===== src/logic/shouse_params.svh =====
`ifndef SHOUSE_PARAMS_SVH
`define SHOUSE_PARAMS_SVH

// cpu enable rate is num/den of the system clock
`define SHOUSE_CEN_NUM 1
`define SHOUSE_CEN_DEN 4

// frequency meter window, in clocks, as a power of two
`define SHOUSE_WIN_LOG2 10

// address bits 15:8 of the key chip page
`define SHOUSE_KEY_PAGE 8'h80

// read value when nothing answers
`define SHOUSE_OPEN_BUS 8'hff

`endif


===== src/logic/shouse_bus_pkg.sv =====
`default_nettype none

package shouse_bus_pkg;

    // cpu side, wishbone classic, 4MB byte space
    typedef struct packed {
        logic        cyc;
        logic        stb;
        logic        we;
        logic [21:0] adr;
        logic [ 7:0] dat;   // write data
    } cpu_req_t;

    typedef struct packed {
        logic       ack;
        logic [7:0] dat;    // valid with ack
    } cpu_rsp_t;

    // memory side, bit 22 of adr picks rom (1) or ram (0)
    typedef struct packed {
        logic        cyc;
        logic        stb;
        logic        we;
        logic [22:0] adr;
        logic [ 7:0] dat;
    } mem_req_t;

    typedef struct packed {
        logic       ack;
        logic [7:0] dat;
    } mem_rsp_t;

endpackage

`default_nettype wire


===== src/logic/shouse_cfg_pkg.sv =====
`default_nettype none

package shouse_cfg_pkg;

    // write port fed while the rom header is downloaded
    typedef struct packed {
        logic       en;     // header download active
        logic       wr;
        logic [2:0] addr;
        logic [7:0] data;
    } prog_t;

    // average cpu frequency, four bcd digits, d3 is the most significant
    typedef struct packed {
        logic [3:0] d3;
        logic [3:0] d2;
        logic [3:0] d1;
        logic [3:0] d0;
    } fave_t;

endpackage

`default_nettype wire


===== src/logic/shouse_cenloop.sv =====
`timescale 1ns/1ps
`default_nettype none
`include "shouse_params.svh"

module shouse_cenloop(
    input  logic                  clk,
    input  logic                  reset,
    input  logic                  bus_busy,    // memory cycle open, hold enables
    input  logic [7:0]            debug_bus,
    output logic [1:0]            cpu_cen,
    output shouse_cfg_pkg::fave_t fave,
    output logic [7:0]            debug_view
);

localparam int CAP = 4 * `SHOUSE_CEN_DEN;           // at most four periods of credit
localparam int AW  = $clog2(CAP + `SHOUSE_CEN_NUM + 1);

logic [AW-1:0]               acc;
logic [AW-1:0]               sum;
logic                        fire;
logic                        half;                   // toggles on every bit 0 enable
logic [`SHOUSE_WIN_LOG2-1:0] win_cnt;
logic [15:0]                 cnt;                    // bcd enable count in this window
logic [15:0]                 cnt_nx;

// adds one to a four digit bcd value, wraps at 9999
function automatic logic [15:0] bcd_inc(input logic [15:0] v);
    logic [15:0] r;
    logic        carry;
    r     = v;
    carry = 1'b1;
    for (int i = 0; i < 4; i++) begin
        if (carry) begin
            if (r[i*4 +: 4] == 4'd9) begin
                r[i*4 +: 4] = 4'd0;                  // carry ripples up
            end else begin
                r[i*4 +: 4] = r[i*4 +: 4] + 4'd1;
                carry       = 1'b0;
            end
        end
    end
    return r;
endfunction

assign sum  = acc + AW'(`SHOUSE_CEN_NUM);
assign fire = ~bus_busy && (sum >= AW'(`SHOUSE_CEN_DEN)); // no enable during a stall

// fractional divider
// during a stall the credit keeps growing, afterwards it drains one enable per clock
always_ff @(posedge clk) begin
    if (reset) begin
        acc     <= '0;
        half    <= 1'b0;
        cpu_cen <= 2'b00;
    end else begin
        cpu_cen <= {fire & half, fire};              // bit 1 at half the rate
        if (fire) half <= ~half;
        if (bus_busy) begin
            acc <= (sum > AW'(CAP)) ? AW'(CAP) : sum; // credit capped
        end else if (fire) begin
            acc <= sum - AW'(`SHOUSE_CEN_DEN);
        end else begin
            acc <= sum;
        end
    end
end

assign cnt_nx = fire ? bcd_inc(cnt) : cnt;

// frequency meter
always_ff @(posedge clk) begin
    if (reset) begin
        win_cnt <= '0;
        cnt     <= 16'd0;
        fave    <= '0;
    end else begin
        win_cnt <= win_cnt + 1'b1;
        if (&win_cnt) begin
            fave <= shouse_cfg_pkg::fave_t'(cnt_nx); // last clock of the window counts too
            cnt  <= 16'd0;
        end else begin
            cnt  <= cnt_nx;
        end
    end
end

// debug port, average frequency in bcd
always_comb begin
    case (debug_bus)
        8'd0:    debug_view = {fave.d3, fave.d2};
        8'd1:    debug_view = {fave.d1, fave.d0};
        default: debug_view = 8'd0;
    endcase
end

endmodule

`default_nettype wire


===== src/logic/shouse_key.sv =====
`timescale 1ns/1ps
`default_nettype none
`include "shouse_params.svh"

module shouse_key(
    input  logic                  clk,
    input  logic                  reset,
    input  logic                  cs,       // one clock per access
    input  logic                  rnw,
    input  logic [2:0]            addr,
    input  logic [7:0]            din,
    output logic [7:0]            dout,
    input  shouse_cfg_pkg::prog_t prog      // rom header writes
);

logic [ 7:0] op_a;
logic [ 7:0] op_b;
logic [ 7:0] key_id;                        // per game value from the header
logic [15:0] prod;

assign prod = op_a * op_b;                  // 8x8 multiplier

always_ff @(posedge clk) begin
    if (reset) begin
        op_a   <= 8'd0;
        op_b   <= 8'd0;
        key_id <= 8'd0;
    end else begin
        if (cs && !rnw) begin
            case (addr)
                3'd0:    op_a <= din;
                3'd1:    op_b <= din;
                default: ;                  // the rest is read only
            endcase
        end
        // header byte 0 carries the id
        if (prog.en && prog.wr && prog.addr == 3'd0) key_id <= prog.data;
    end
end

// read side decodes the index alone
always_comb begin
    case (addr)
        3'd0:    dout = op_a;
        3'd1:    dout = op_b;
        3'd2:    dout = prod[15:8];         // product high byte
        3'd3:    dout = prod[ 7:0];
        3'd4:    dout = key_id;
        3'd5:    dout = op_a ^ op_b;
        default: dout = `SHOUSE_OPEN_BUS;   // 6 and 7 unused
    endcase
end

endmodule

`default_nettype wire


===== src/logic/shouse_bus.sv =====
`timescale 1ns/1ps
`default_nettype none
`include "shouse_params.svh"

module shouse_bus(
    input  logic                     clk,
    input  logic                     reset,
    input  shouse_bus_pkg::cpu_req_t cpu_req,
    output shouse_bus_pkg::cpu_rsp_t cpu_rsp,
    output shouse_bus_pkg::mem_req_t mem_req,
    input  shouse_bus_pkg::mem_rsp_t mem_rsp,
    output logic                     key_cs,
    output logic                     key_rnw,
    output logic [2:0]               key_addr,
    output logic [7:0]               key_din,
    input  logic [7:0]               key_dout,
    output logic                     bus_busy
);

typedef enum logic [1:0] {
    ST_IDLE,    // waiting for a cpu strobe
    ST_LOCAL,   // answered here, ack high
    ST_MEM,     // memory cycle open
    ST_DONE     // memory data registered, ack high
} state_t;

state_t      state;
logic        req;
logic        is_rom;
logic        is_ram;
logic        is_key;
logic        to_mem;
logic [22:0] rom_adr;
logic [22:0] ram_adr;
logic        ack;
logic [ 7:0] rd_dat;
logic        mem_cyc;
logic        mem_we;
logic [22:0] mem_adr;
logic [ 7:0] mem_dat;

assign req    = cpu_req.cyc & cpu_req.stb & (state == ST_IDLE);   // new cycle only in idle
assign is_rom = cpu_req.adr[21];
assign is_ram = cpu_req.adr[21:15] == 7'd0;                        // 32kB work ram
assign is_key = cpu_req.adr[21:16] == 6'd0 && cpu_req.adr[15:8] == `SHOUSE_KEY_PAGE;
assign to_mem = is_ram | (is_rom & ~cpu_req.we);                   // rom writes stay here

// board wiring, two zero bits after the bank bits
// and bit 16 flips in the top bank
assign rom_adr = {1'b1, cpu_req.adr[21:19], 2'b00,
                  &cpu_req.adr[21:19] ? {~cpu_req.adr[16], cpu_req.adr[15:0]}
                                      : cpu_req.adr[16:0]};
assign ram_adr = {8'd0, cpu_req.adr[14:0]};

// key chip sees the request on the clock it is first taken
assign key_cs   = req & is_key;
assign key_rnw  = ~cpu_req.we;
assign key_addr = cpu_req.adr[2:0];
assign key_din  = cpu_req.dat;

assign bus_busy = (state == ST_MEM);     // stalls the enable loop

always_ff @(posedge clk) begin
    if (reset) begin
        state   <= ST_IDLE;
        ack     <= 1'b0;
        mem_cyc <= 1'b0;
    end else begin
        case (state)
            ST_IDLE: begin
                if (req) begin
                    if (to_mem) begin
                        state   <= ST_MEM;
                        mem_cyc <= 1'b1;     // cyc and stb together
                    end else begin
                        state   <= ST_LOCAL;
                        ack     <= 1'b1;     // key, open bus or rom write
                    end
                end
            end
            ST_MEM: begin
                if (mem_rsp.ack) begin      // any number of wait states
                    state   <= ST_DONE;
                    mem_cyc <= 1'b0;
                    ack     <= 1'b1;
                end
            end
            default: begin                  // ack was up for one clock
                state <= ST_IDLE;
                ack   <= 1'b0;
            end
        endcase
    end
end

// payload registers
always_ff @(posedge clk) begin
    if (req) begin
        mem_we  <= cpu_req.we;
        mem_adr <= is_rom ? rom_adr : ram_adr;
        mem_dat <= cpu_req.dat;
        rd_dat  <= is_key ? key_dout : `SHOUSE_OPEN_BUS;   // used by local answers
    end else if (state == ST_MEM && mem_rsp.ack) begin
        rd_dat  <= mem_rsp.dat;
    end
end

assign mem_req = '{cyc: mem_cyc, stb: mem_cyc, we: mem_we, adr: mem_adr, dat: mem_dat};
assign cpu_rsp = '{ack: ack, dat: rd_dat};

endmodule

`default_nettype wire


===== src/logic/shouse_game.sv =====
`timescale 1ns/1ps
`default_nettype none

module shouse_game(
    input  logic                     clk,
    input  logic                     reset,
    input  shouse_bus_pkg::cpu_req_t cpu_req,     // main cpu
    output shouse_bus_pkg::cpu_rsp_t cpu_rsp,
    output shouse_bus_pkg::mem_req_t mem_req,     // rom and ram
    input  shouse_bus_pkg::mem_rsp_t mem_rsp,
    input  shouse_cfg_pkg::prog_t    prog,        // header download
    input  logic [7:0]               debug_bus,
    output logic [7:0]               debug_view,
    output logic [1:0]               cpu_cen
);

logic                  key_cs;
logic                  key_rnw;
logic [2:0]            key_addr;
logic [7:0]            key_din;
logic [7:0]            key_dout;
logic                  bus_busy;
shouse_cfg_pkg::fave_t fave;      // average frequency, also shown on debug_view

shouse_cenloop u_cen(
    .clk        ( clk        ),
    .reset      ( reset      ),
    .bus_busy   ( bus_busy   ),
    .debug_bus  ( debug_bus  ),
    .cpu_cen    ( cpu_cen    ),
    .fave       ( fave       ),
    .debug_view ( debug_view )
);

shouse_key u_key(
    .clk        ( clk        ),
    .reset      ( reset      ),
    .cs         ( key_cs     ),
    .rnw        ( key_rnw    ),
    .addr       ( key_addr   ),
    .din        ( key_din    ),
    .dout       ( key_dout   ),
    .prog       ( prog       )
);

shouse_bus u_bus(
    .clk        ( clk        ),
    .reset      ( reset      ),
    .cpu_req    ( cpu_req    ),
    .cpu_rsp    ( cpu_rsp    ),
    .mem_req    ( mem_req    ),
    .mem_rsp    ( mem_rsp    ),
    .key_cs     ( key_cs     ),
    .key_rnw    ( key_rnw    ),
    .key_addr   ( key_addr   ),
    .key_din    ( key_din    ),
    .key_dout   ( key_dout   ),
    .bus_busy   ( bus_busy   )  // memory stall into the enable loop
);

endmodule

`default_nettype wire


===== config.mk =====
export PLATFORM = sky130hd
export DESIGN_NAME = shouse_game
export DESIGN_NICKNAME = d
export VERILOG_FILES = /design/src/logic/shouse_bus_pkg.sv /design/src/logic/shouse_cfg_pkg.sv /design/src/logic/shouse_cenloop.sv /design/src/logic/shouse_key.sv /design/src/logic/shouse_bus.sv /design/src/logic/shouse_game.sv
export VERILOG_INCLUDE_DIRS = /design/src /design/src/logic
export SDC_FILE = /design/constraint.sdc
export NUM_CORES = 1
export LEC_CHECK = 0
export BUFFER_PORTS_ARGS = -buffer_cell sky130_fd_sc_hd__buf_2
export CAP_MARGIN = 0
export CELL_PAD_IN_SITES_DETAIL_PLACEMENT = 0
export CELL_PAD_IN_SITES_GLOBAL_PLACEMENT = 1
export CORE_MARGIN = 4
export CORE_UTILIZATION = 49
export CTS_BUF_LIST = sky130_fd_sc_hd__clkbuf_4
export DETAILED_ROUTE_END_ITERATION = 8
export GPL_TIMING_DRIVEN = 1
export PLACE_DENSITY_LB_ADDON = 0.05
export SYNTH_ARGS = -nofsm -noshare
export SYNTH_HDL_FRONTEND = slang
export SYNTH_SLANG_ARGS = --single-unit

===== constraint.sdc =====
create_clock -name clk -period 9.7 [get_ports clk]
set_input_delay 0.97 -clock clk [delete_from_list [all_inputs] [get_ports clk]]
set_output_delay 0.97 -clock clk [all_outputs]
set_load 0.01 [all_outputs]

After elaboration in Yosys (flattened, before gate mapping)
Index checks and enable logic that the tools add are counted.
{ "totals": {"reg_bits": 118, "out_inout_bits": 53} }
{ "classes": {"n_mul": 1, "bitwise": 11, "reduce_logical": 22, "mux": 35, "order_cmp": 2, "addsub": 7, "n_eq_ne": 16} }
{ "op_table": {"columns": ["operator", "count"], "rows": [
  ["$pmux W8 S6", 1],
  ["$mux W4", 7],
  ["$mux W8", 3],
  ["$mux W23", 1],
  ["$mux W17", 1],
  ["$add A4 B1 Y4 const B", 4],
  ["$eq A4 B4 Y1 const B", 4],
  ["$mul A8 B8 Y16", 1],
  ["$mux W16", 1],
  ["$pmux W8 S2", 1],
  ["$mux W5", 3],
  ["$mux W1", 11],
  ["$add A10 B1 Y10 const B", 1],
  ["$reduce_and A10 Y1", 1],
  ["$eq A8 B1 Y1 const B", 1],
  ["$eq A8 B8 Y1 const B", 1],
  ["$logic_not A8 Y1", 1],
  ["$xor A8 B8 Y8", 1],
  ["$logic_not A7 Y1", 1],
  ["$eq A3 B2 Y1 const B", 2],
  ["$eq A3 B3 Y1 const B", 2],
  ["$logic_and A1 B1 Y1", 6],
  ["$logic_not A3 Y1", 2],
  ["$logic_not A6 Y1", 1],
  ["20 further kinds", 36]
]} }

Longest topological paths before layout
Gate-level depths: netlist (run 1).
{ "logic_depth": {"depth_word": 6, "mapped_depth": 16} }

By module
Synthesis (run 1) repeated with hierarchy kept, for this count alone.
{ "hier_totals": {"cells_unflattened": 760, "hier_area_um2": 7392.1} }
{ "by_module_without_submodules": {"columns": ["mod", "instances", "cells_each", "seq_area_each_um2", "area_each_um2"], "rows": [
  ["shouse_key", 1, 375, 480.5, 3398.3],
  ["shouse_cenloop", 1, 265, 1001.0, 2337.2],
  ["shouse_bus", 1, 120, 1191.1, 1656.6]
]} }

Worst setup path after synthesis (run 1)
No wires, ideal clock.
{ "synth_path": {"path_kind": "flip-flop to flip-flop", "start": "register u_key.op_b[7]", "end": "register u_bus.rd_dat[4], data pin", "slack_ns": 5.255, "stages_incl_launch_ff": 16, "setup_time_ns": 0.287, "n_path_buf": 0, "arrival_time_ns": 4.158, "period_less_slack_ns": 4.445, "path_cell_list": "dfxtp_1 nand2_1 fa_1 fa_1 inv_1 fa_1 inv_1 fa_1 inv_1 ha_1 and3_1 a211oi_1 a211oi_1 or3_1 nand3_1 a31oi_1"} }
{ "synth_between": {"elab_chain_cells": 4} }
{ "synth_lines": {"columns": ["element", "line", "text"], "rows": [
  ["start: declaration", "shouse_key.sv:17", "logic [ 7:0] op_b;"],
  ["start signal: assignment", "shouse_key.sv:32", "3'd1: op_b <= din;"],
  ["$mul A8 B8 Y16", "shouse_key.sv:21", "assign prod = op_a * op_b;"],
  ["$pmux W8 S6", "shouse_key.sv:43", "case (addr)"],
  ["$mux W8 (no line)", null, null],
  ["$mux W8", "shouse_bus.sv:98", "if (req) begin"],
  ["end signal: assignment", "shouse_bus.sv:102", "rd_dat <= is_key ? key_dout : `SHOUSE_OPEN_BUS;"],
  ["end signal: assignment", "shouse_bus.sv:104", "rd_dat <= mem_rsp.dat;"],
  ["end: declaration", "shouse_bus.sv:36", "logic [ 7:0] rd_dat;"]
]} }
Every way passes these cells.
A chain may end at the register's enable or synchronous reset.

Final worst setup path (run 1)
{ "layout_path": {"start": "register u_key.op_a[0]", "end": "register u_bus.rd_dat[4], data pin"} }
{ "layout_between": {"elab_chain_cells": 4} }
{ "layout_lines": {"columns": ["element", "line", "text"], "rows": [
  ["start: declaration", "shouse_key.sv:16", "logic [ 7:0] op_a;"],
  ["start signal: assignment", "shouse_key.sv:31", "3'd0: op_a <= din;"],
  ["$mul A8 B8 Y16", "shouse_key.sv:21", null],
  ["$pmux W8 S6", "shouse_key.sv:43", null],
  ["$mux W8 (no line)", null, null],
  ["$mux W8", "shouse_bus.sv:98", null]
]} }
Every way passes these cells.

==> impl_metrics.env, run 1 <==
export IMPL_status="completed"
export IMPL_synth_seq_cells=115
export IMPL_detail_route_antenna_nets=0
export IMPL_wl_per_cell_um=16.23
export IMPL_postLayoutCellArea_mm2=0.008045
export IMPL_hold_path_class="reg2reg"
export IMPL_track_usage_pct=21.05
export IMPL_dp_hpwl_um=13000
export IMPL_end_kind="register"
export IMPL_synth_seq_area_share_pct=37.53
export IMPL_worst_pin_slew_ns=1.098
export IMPL_synth_edf_count=37
export IMPL_die_y_um=128.6
export IMPL_required_ns=9.93
export IMPL_io_buffers=115
export IMPL_placed_cells=995
export IMPL_synthesis_area_mm2=0.007122
export IMPL_p_per_area_mw_per_mm2=128.0
export IMPL_skew_ns=0.01042
export IMPL_overflow=0
export IMPL_totalPowerFinal_w=0.001029
export IMPL_cp_max_fo=10
export IMPL_period_needed_ns=4.831
export IMPL_syn_instance_count=726
export IMPL_slew_headroom_pct=25.80
export IMPL_start_util_pct=50.72
export IMPL_io_pins=118
export IMPL_period_share_pct=49.81
export IMPL_stdcell_count=1025
export IMPL_slew_viol_final=0
export IMPL_via_per_inst=5.352
export IMPL_drv_cap=0
export IMPL_grt_pass1_vias=5555
export IMPL_cts_tree="yes"
export IMPL_ys_async_sr_fraction_pct=0
export IMPL_drc=0
export IMPL_antenna_found_initial=0
export IMPL_gp_congestion=0.9309
export IMPL_rrSetupSlack_ns=4.87
export IMPL_synthFlopType="dfxtp_1"
export IMPL_synth_area_per_cell_um2=9.810
export IMPL_grt_max_degree=49
export IMPL_diodes=0
export IMPL_drtIter0Drc=217
export IMPL_cts_buffers=17
export IMPL_final_util_pct=57.29
export IMPL_cts_root_buf="clkbuf_4"
export IMPL_clockBufferDepth=2
export IMPL_finalWirelength_um=16630
export IMPL_post_cts_buffers=0
export IMPL_die_area_mm2=0.01653
export IMPL_rsz0062_at_grt="false"
export IMPL_timing_fmax_ghz=0.2070
export IMPL_layout_drive_gt1_share_pct=19.41
export IMPL_area_delta_synth_final_pct=12.97
export IMPL_hold_viol=0
export IMPL_first_pass_iters=5
export IMPL_startpoint_type="register"
export IMPL_nNetsFinal=983
export IMPL_yosys_warnings=0
export IMPL_htree_levels=4
export IMPL_placed_area_mm2=0.007795
export IMPL_clock_latency_ns=0.52
export IMPL_grt_pass1_wl_um=27350
export IMPL_path_clk_slew_ns=0.10
export IMPL_cts_hold_buf=0
export IMPL_ys_types=61
export IMPL_cp_arrival_ns=5.06
export IMPL_vias=5486
export IMPL_cts_resized=0
export IMPL_core_mm2=0.01404
export IMPL_cts_sinks=115
export IMPL_die_w_um=128.6
export IMPL_max_vdd_ir_drop_uv=103.0
export IMPL_fin_tns_setup_ns=0
export IMPL_p_leak_nw=3.677
export IMPL_setup_viol=0
export IMPL_critPathKind="reg2reg"
export IMPL_rows=43
==> metrics by stage <==
stage                     worst slack, ns  hold WS, ns
final                               4.869       0.4693
after global routing                4.647       0.4971
after CTS                           4.885       0.4752
after detailed placement            4.892       0.4503
after global placement              4.985       0.4410
after floorplan                     5.255       0.4244
==> sequential cells by signal, indices dropped and copies added, names as in the netlist, 5 cells and up <==
| signal | cells |
|---|---|
| u_key.key_id | 8 |
| u_key.op_a | 8 |
| u_bus.mem_adr | 20 |
| u_cen.fave | 16 |
| u_cen.cnt | 16 |
| u_key.op_b | 8 |
| u_bus.mem_dat | 8 |
| u_bus.rd_dat | 8 |
| u_cen.acc | 5 |
| u_cen.win_cnt | 10 |
==> path summary, 6_finish.rpt <==
kind,depth (start not counted),endpoint,start
setup / recovery,15,u_bus.rd_dat[4]$_DFFE_PP_,u_key.op_a[0]$_SDFFE_PP0P_
hold / removal,2,u_cen.fave[13]$_SDFFE_PP0P_,u_cen.fave[13]$_SDFFE_PP0P_
setup reg to reg,15,u_bus.rd_dat[4]$_DFFE_PP_,u_key.op_a[0]$_SDFFE_PP0P_
hold reg to reg,2,u_cen.fave[13]$_SDFFE_PP0P_,u_cen.fave[13]$_SDFFE_PP0P_
==> layer usage <==
layer	vias to the layer above	routed length, µm	track usage [%]
li1	2691	-	-
met1	2657	7170	26.76
met2	113	8439	35.76
met3	25	712	4.400
met4	0	309	7.227
met5	-	0	0
==> cell families after synthesis <==
family | count (synthesis) | synth area share [%]
flops | 115 | 37.53
simple gates | 268 | 19.06
mux | 45 | 7.572
other cells | 1 | 0.05266
buf+inv | 92 | 5.376
xor+xnor | 27 | 3.320
compound gates | 94 | 8.539
fa+ha+maj | 84 | 18.55
==> synthesized netlist by cell type, types with 15 or more instances <==
| cell type | instances | area share [%] |
|---|---|---|
| a21oi_1 | 29 | 2.0 |
| and2_1 | 45 | 4.0 |
| clkbuf_1 | 15 | 0.79 |
| dfxtp_1 | 78 | 22 |
| edfxtp_1 | 37 | 16 |
| fa_1 | 36 | 10 |
| ha_1 | 48 | 8.4 |
| inv_1 | 63 | 3.3 |
| mux2i_1 | 37 | 5.2 |
| nand2_1 | 57 | 3.0 |
| nor2_1 | 83 | 4.4 |
| nor2b_1 | 17 | 1.5 |
| o21ai_0 | 24 | 1.7 |
| xor2_1 | 16 | 2.0 |
==> cells in the final DEF, fill, tap and decap left out, drive strengths merged, types with 13 or more instances in the layout <==
cell type / Yosys / routed
a21oi: 30 / 30
and2: 48 / 48
buf: 14 / 117
clkbuf: 15 / 18
dfxtp: 78 / 78
edfxtp: 37 / 37
fa: 36 / 36
ha: 48 / 48
inv: 63 / 65
mux2i: 37 / 37
nand2: 57 / 57
nand3: 13 / 13
nor2: 83 / 83
nor2b: 17 / 17
o21ai: 24 / 24
xor2: 16 / 16
==> report_power, final <==
| part | internal (W) | total, W | switching [W] |
|---|---|---|---|
| clock network | 0.000149 | 0.000328 | 0.000178 |
| registers | 0.000523 | 0.000543 | 0.0000194 |
| logic | 0.0000633 | 0.000159 | 0.0000958 |
| total | 0.000736 | 0.00103 | 0.000294 |
==> final cells by class <==
cell class	instances	area [µm²]
fill	1289	5997
multi-input combinational	520	4070
sequential	115	2673
timing repair buffer	117	590.6
inverter	63	236.5
tap	180	225.2
clock buffer	18	135.1
clock inverter	12	115.1
==> critical path, cell delays in order (launching register included) <==
cell,delay (ns)
dfxtp_1,0.55
nand2_1,0.14
fa_1,0.54
fa_1,0.55
inv_1,0.05
fa_1,0.52
inv_1,0.06
fa_1,0.53
inv_1,0.04
ha_1,0.35
and3_1,0.23
a211oi_1,0.38
a211oi_1,0.14
or3_1,0.32
nand3_1,0.08
a31oi_1,0.07
No activity file was read; power rests on OpenSTA's default activity.
==> inputs of run 2 (changes only) <==
--- a/config.mk
+++ b/config.mk
@@ -6,12 +6,13 @@
 export SDC_FILE = /design/constraint.sdc
 export NUM_CORES = 1
 export LEC_CHECK = 0
+export ABC_AREA = 1
 export BUFFER_PORTS_ARGS = -buffer_cell sky130_fd_sc_hd__buf_2
 export CAP_MARGIN = 0
 export CELL_PAD_IN_SITES_DETAIL_PLACEMENT = 0
 export CELL_PAD_IN_SITES_GLOBAL_PLACEMENT = 1
 export CORE_MARGIN = 4
-export CORE_UTILIZATION = 49
+export CORE_UTILIZATION = 43
 export CTS_BUF_LIST = sky130_fd_sc_hd__clkbuf_4
 export DETAILED_ROUTE_END_ITERATION = 8
 export GPL_TIMING_DRIVEN = 1
==> constraint.sdc (replaced) <==
create_clock -name clk -period 4.6 [get_ports clk]
set_input_delay 0.46 -clock clk [delete_from_list [all_inputs] [get_ports clk]]
set_output_delay 0.46 -clock clk [all_outputs]
set_load 0.01 [all_outputs]
==> run 2 against run 1 <==
Net effect:
- via count increased by 24%
- worst setup slack lost 4.6 ns
- global-route usage is 0.23 points lower
- first-iteration DRC count rose by 43%
- sequential share of layout area decreased by 3.1 points
- critical path type unchanged
- highest routed layer unchanged
==> impl_metrics.env, run 2 <==
export IMPL_mostFrequentLayoutCells="nand2_1 (312), inv_1 (179), buf_2 (115)"
export IMPL_grt_pass1_vias=6761
export IMPL_clockBufferDepth=2
export IMPL_slew_viol_final=0
export IMPL_rows=49
export IMPL_reg_top3="u_bus.mem_adr: 20 flops, u_cen.cnt: 16 flops, u_cen.fave: 16 flops"
export IMPL_final_common_cell="nand2_1"
export IMPL_nNetsFinal=1327
export IMPL_critPathKind="reg2reg"
export IMPL_path_clk_slew_ns=0.11
export IMPL_period_share_pct=93.17
export IMPL_synth_most_common_cell="nand2_1"
export IMPL_synth_edf_count=37
export IMPL_hold_path_class="in2reg"
export IMPL_swShare_pct=28.04
export IMPL_status="completed"
export IMPL_cts_resized=0
export IMPL_internal_power_w=0.001726
export IMPL_via_per_inst=4.799
export IMPL_end_kind="register"
export IMPL_grt_pass1_wl_um=33540
export IMPL_area_delta_synth_final_pct=13.49
export IMPL_period_needed_ns=4.286
export IMPL_overflow=0
export IMPL_p_clk_share_pct=37.4
export IMPL_synthTopCellsByCount="nand2_1 (312), inv_1 (179), nor2_1 (109), dfxtp_1 (78), nand3_1 (72)"
export IMPL_io_pins=118
export IMPL_synth_area_leaders="dfxtp_1 (20%), nand2_1 (15%), edfxtp_1 (14%)"
export IMPL_drtIter0Drc=311
export IMPL_cts_buffers=17
export IMPL_cp_max_fo=10
export IMPL_finalWirelength_um=20310
export IMPL_start_util_pct=43.72
export IMPL_whs_path_depth=1
export IMPL_skew_ns=0.01878
export IMPL_startpoint_type="register"
export IMPL_post_cts_buffers=0
export IMPL_regToRegEndpoint="u_bus.rd_dat[0]$_DFFE_PP_"
export IMPL_p_comb_share_pct=15.2
export IMPL_wl_per_cell_um=14.29
export IMPL_fillers=1880
export IMPL_die_area_mm2=0.02042
export IMPL_rsz0062_at_grt="false"
export IMPL_syn_instance_count=1070
export IMPL_r2r_worst_path_cells=16
export IMPL_track_usage_pct=20.81
export IMPL_multi_input_area_mm2=0.004252
export IMPL_largest_reg_flops=20
export IMPL_rrSetupSlack_ns=0.31
export IMPL_placed_area_mm2=0.008541
export IMPL_whs_endpoint="u_bus.mem_adr[6]$_DFFE_PP_"
export IMPL_fin_tns_setup_ns=0
export IMPL_postLayoutCellArea_mm2=0.008882
export IMPL_cts_root_buf="clkbuf_4"
export IMPL_gp_congestion=0.8535
export IMPL_detail_route_antenna_nets=0
export IMPL_die_y_um=142.9
export IMPL_synth_seq_area_share_pct=34.15
export IMPL_p_per_area_mw_per_mm2=270.0
export IMPL_drc=0
export IMPL_top_register="u_bus.mem_adr"
export IMPL_synth_seq_cells=115
export IMPL_hold_viol=0
export IMPL_synthesis_area_mm2=0.007826
export IMPL_max_vdd_ir_drop_uv=162.7
export IMPL_yosysTopAreaCell="dfxtp_1"
export IMPL_ys_async_sr_fraction_pct=0
export IMPL_p_switching_w=0.0006726
export IMPL_cp_arrival_ns=4.56
export IMPL_htree_levels=4
export IMPL_antenna_found_initial=1
export IMPL_worst_pin_slew_ns=1.050
export IMPL_core_mm2=0.01790
export IMPL_first_pass_iters=7
export IMPL_slew_headroom_pct=29.87
export IMPL_layout_drive_gt1_share_pct=15.37
export IMPL_die_w_um=142.9
export IMPL_cts_sinks=115
export IMPL_required_ns=4.87
export IMPL_cts_tree="yes"
export IMPL_synthFlopType="dfxtp_1"
export IMPL_synth_area_per_cell_um2=7.314
export IMPL_clock_latency_ns=0.51
export IMPL_seqPwrFrac_pct=47.4
export IMPL_setup_viol=0
export IMPL_synth_top_area_share_pct=19.95
export IMPL_ys_types=35
export IMPL_r2r_start="u_key.op_b[7]$_SDFFE_PP0P_"
export IMPL_io_buffers=115
export IMPL_yosys_warnings=0
export IMPL_min_from="cpu_req[14]"
export IMPL_p_leak_nw=4.697
export IMPL_timing_fmax_ghz=0.2333
export IMPL_cts_hold_buf=0
export IMPL_grt_max_degree=39
export IMPL_vias=6820
export IMPL_ff_latch_area_mm2=0.002673
export IMPL_drv_cap=0
export IMPL_dp_hpwl_um=16230
run 2: final cells by class:
| cell class | instances | area share [%] |
|---|---|---|
| multi-input cells | 737 | 47.87 |
| clock inverters | 11 | 2.043 |
| flip-flops and latches | 115 | 30.09 |
| inverters | 183 | 7.733 |
| repair buffers | 124 | 7.240 |
| clock buffers | 21 | 1.775 |
| diodes | 1 | 0.02817 |
| well taps | 229 | 3.226 |
run 2: cells by family after synthesis:
group	after synthesis	synth area share (%)
DFF	115	34.15
other	1	0.04792
xor gates and xnor gates	10	1.215
AOI/OAI and AO/OA	88	5.659
and+or+nand+nor	553	30.47
adders and majority gates	84	16.88
buffers and inverters	219	11.57
run 2: through the flow:
stage          hold slack, ns  total power (W)  util (%)  setup slack (ns)  instances
2_1_floorplan          0.4176         0.001429         -            0.6069       1071
3_3_place_gp           0.4326         0.001533     47.71            0.3550       1388
3_5_place_dp           0.4407         0.001529     47.71            0.3046       1388
4_1_cts               0.04764         0.002433     49.60            0.2921       1420
5_1_grt               0.04682         0.002534     49.62          0.001270       1421
6_report               0.1135         0.002398     49.62            0.3142       1421
run 2: worst max path at each step:
stage | start | to | slack, ns
2_1_floorplan | u_key.op_b[7]$_SDFFE_PP0P_ | u_bus.rd_dat[0]$_DFFE_PP_ | 0.61
3_3_place_gp | u_key.op_b[7]$_SDFFE_PP0P_ | u_bus.rd_dat[0]$_DFFE_PP_ | 0.36
3_5_place_dp | u_key.op_a[2]$_SDFFE_PP0P_ | u_bus.rd_dat[0]$_DFFE_PP_ | 0.30
4_1_cts | u_key.op_a[2]$_SDFFE_PP0P_ | u_bus.rd_dat[0]$_DFFE_PP_ | 0.29
5_1_grt | u_key.op_a[3]$_SDFFE_PP0P_ | u_bus.rd_dat[4]$_DFFE_PP_ | 0.001
6_report | u_key.op_b[7]$_SDFFE_PP0P_ | u_bus.rd_dat[0]$_DFFE_PP_ | 0.31
run 2: metal layers:
layer | part of all wire (%) | wire, µm | vias up | GRT usage [%]
met5 | 0 | 0 | - | 0
met4 | 1.8 | 369 | 0 | 6.303
met3 | 3.2 | 650 | 29 | 3.885
met2 | 53 | 10680 | 99 | 37.41
met1 | 42 | 8610 | 3147 | 25.26
li1 | - | - | 3545 | -
run 2: power groups by stage:
stage / Combinational [W] / Clock, W / Sequential (W)
finish: 0.000366 / 0.000897 / 0.00114
global route: 0.000416 / 0.000975 / 0.00114
floorplan: 0.000262 / 0 / 0.00117
global placement: 0.000373 / 0 / 0.00116
detailed placement: 0.000370 / 0 / 0.00116
CTS: 0.000372 / 0.000925 / 0.00114
run 2: critical path: stages, from the launching register on:
cell     delay (ns)
dfxtp_1        0.55
nand2_1        0.13
fa_1           0.53
fa_1           0.54
inv_1          0.05
fa_1           0.53
inv_1          0.05
fa_1           0.53
inv_1          0.05
ha_1           0.35
nand2_1        0.14
inv_1          0.06
nand2_1        0.07
nand2_1        0.07
or2_2          0.27
nand3_1        0.08
a21oi_1        0.07
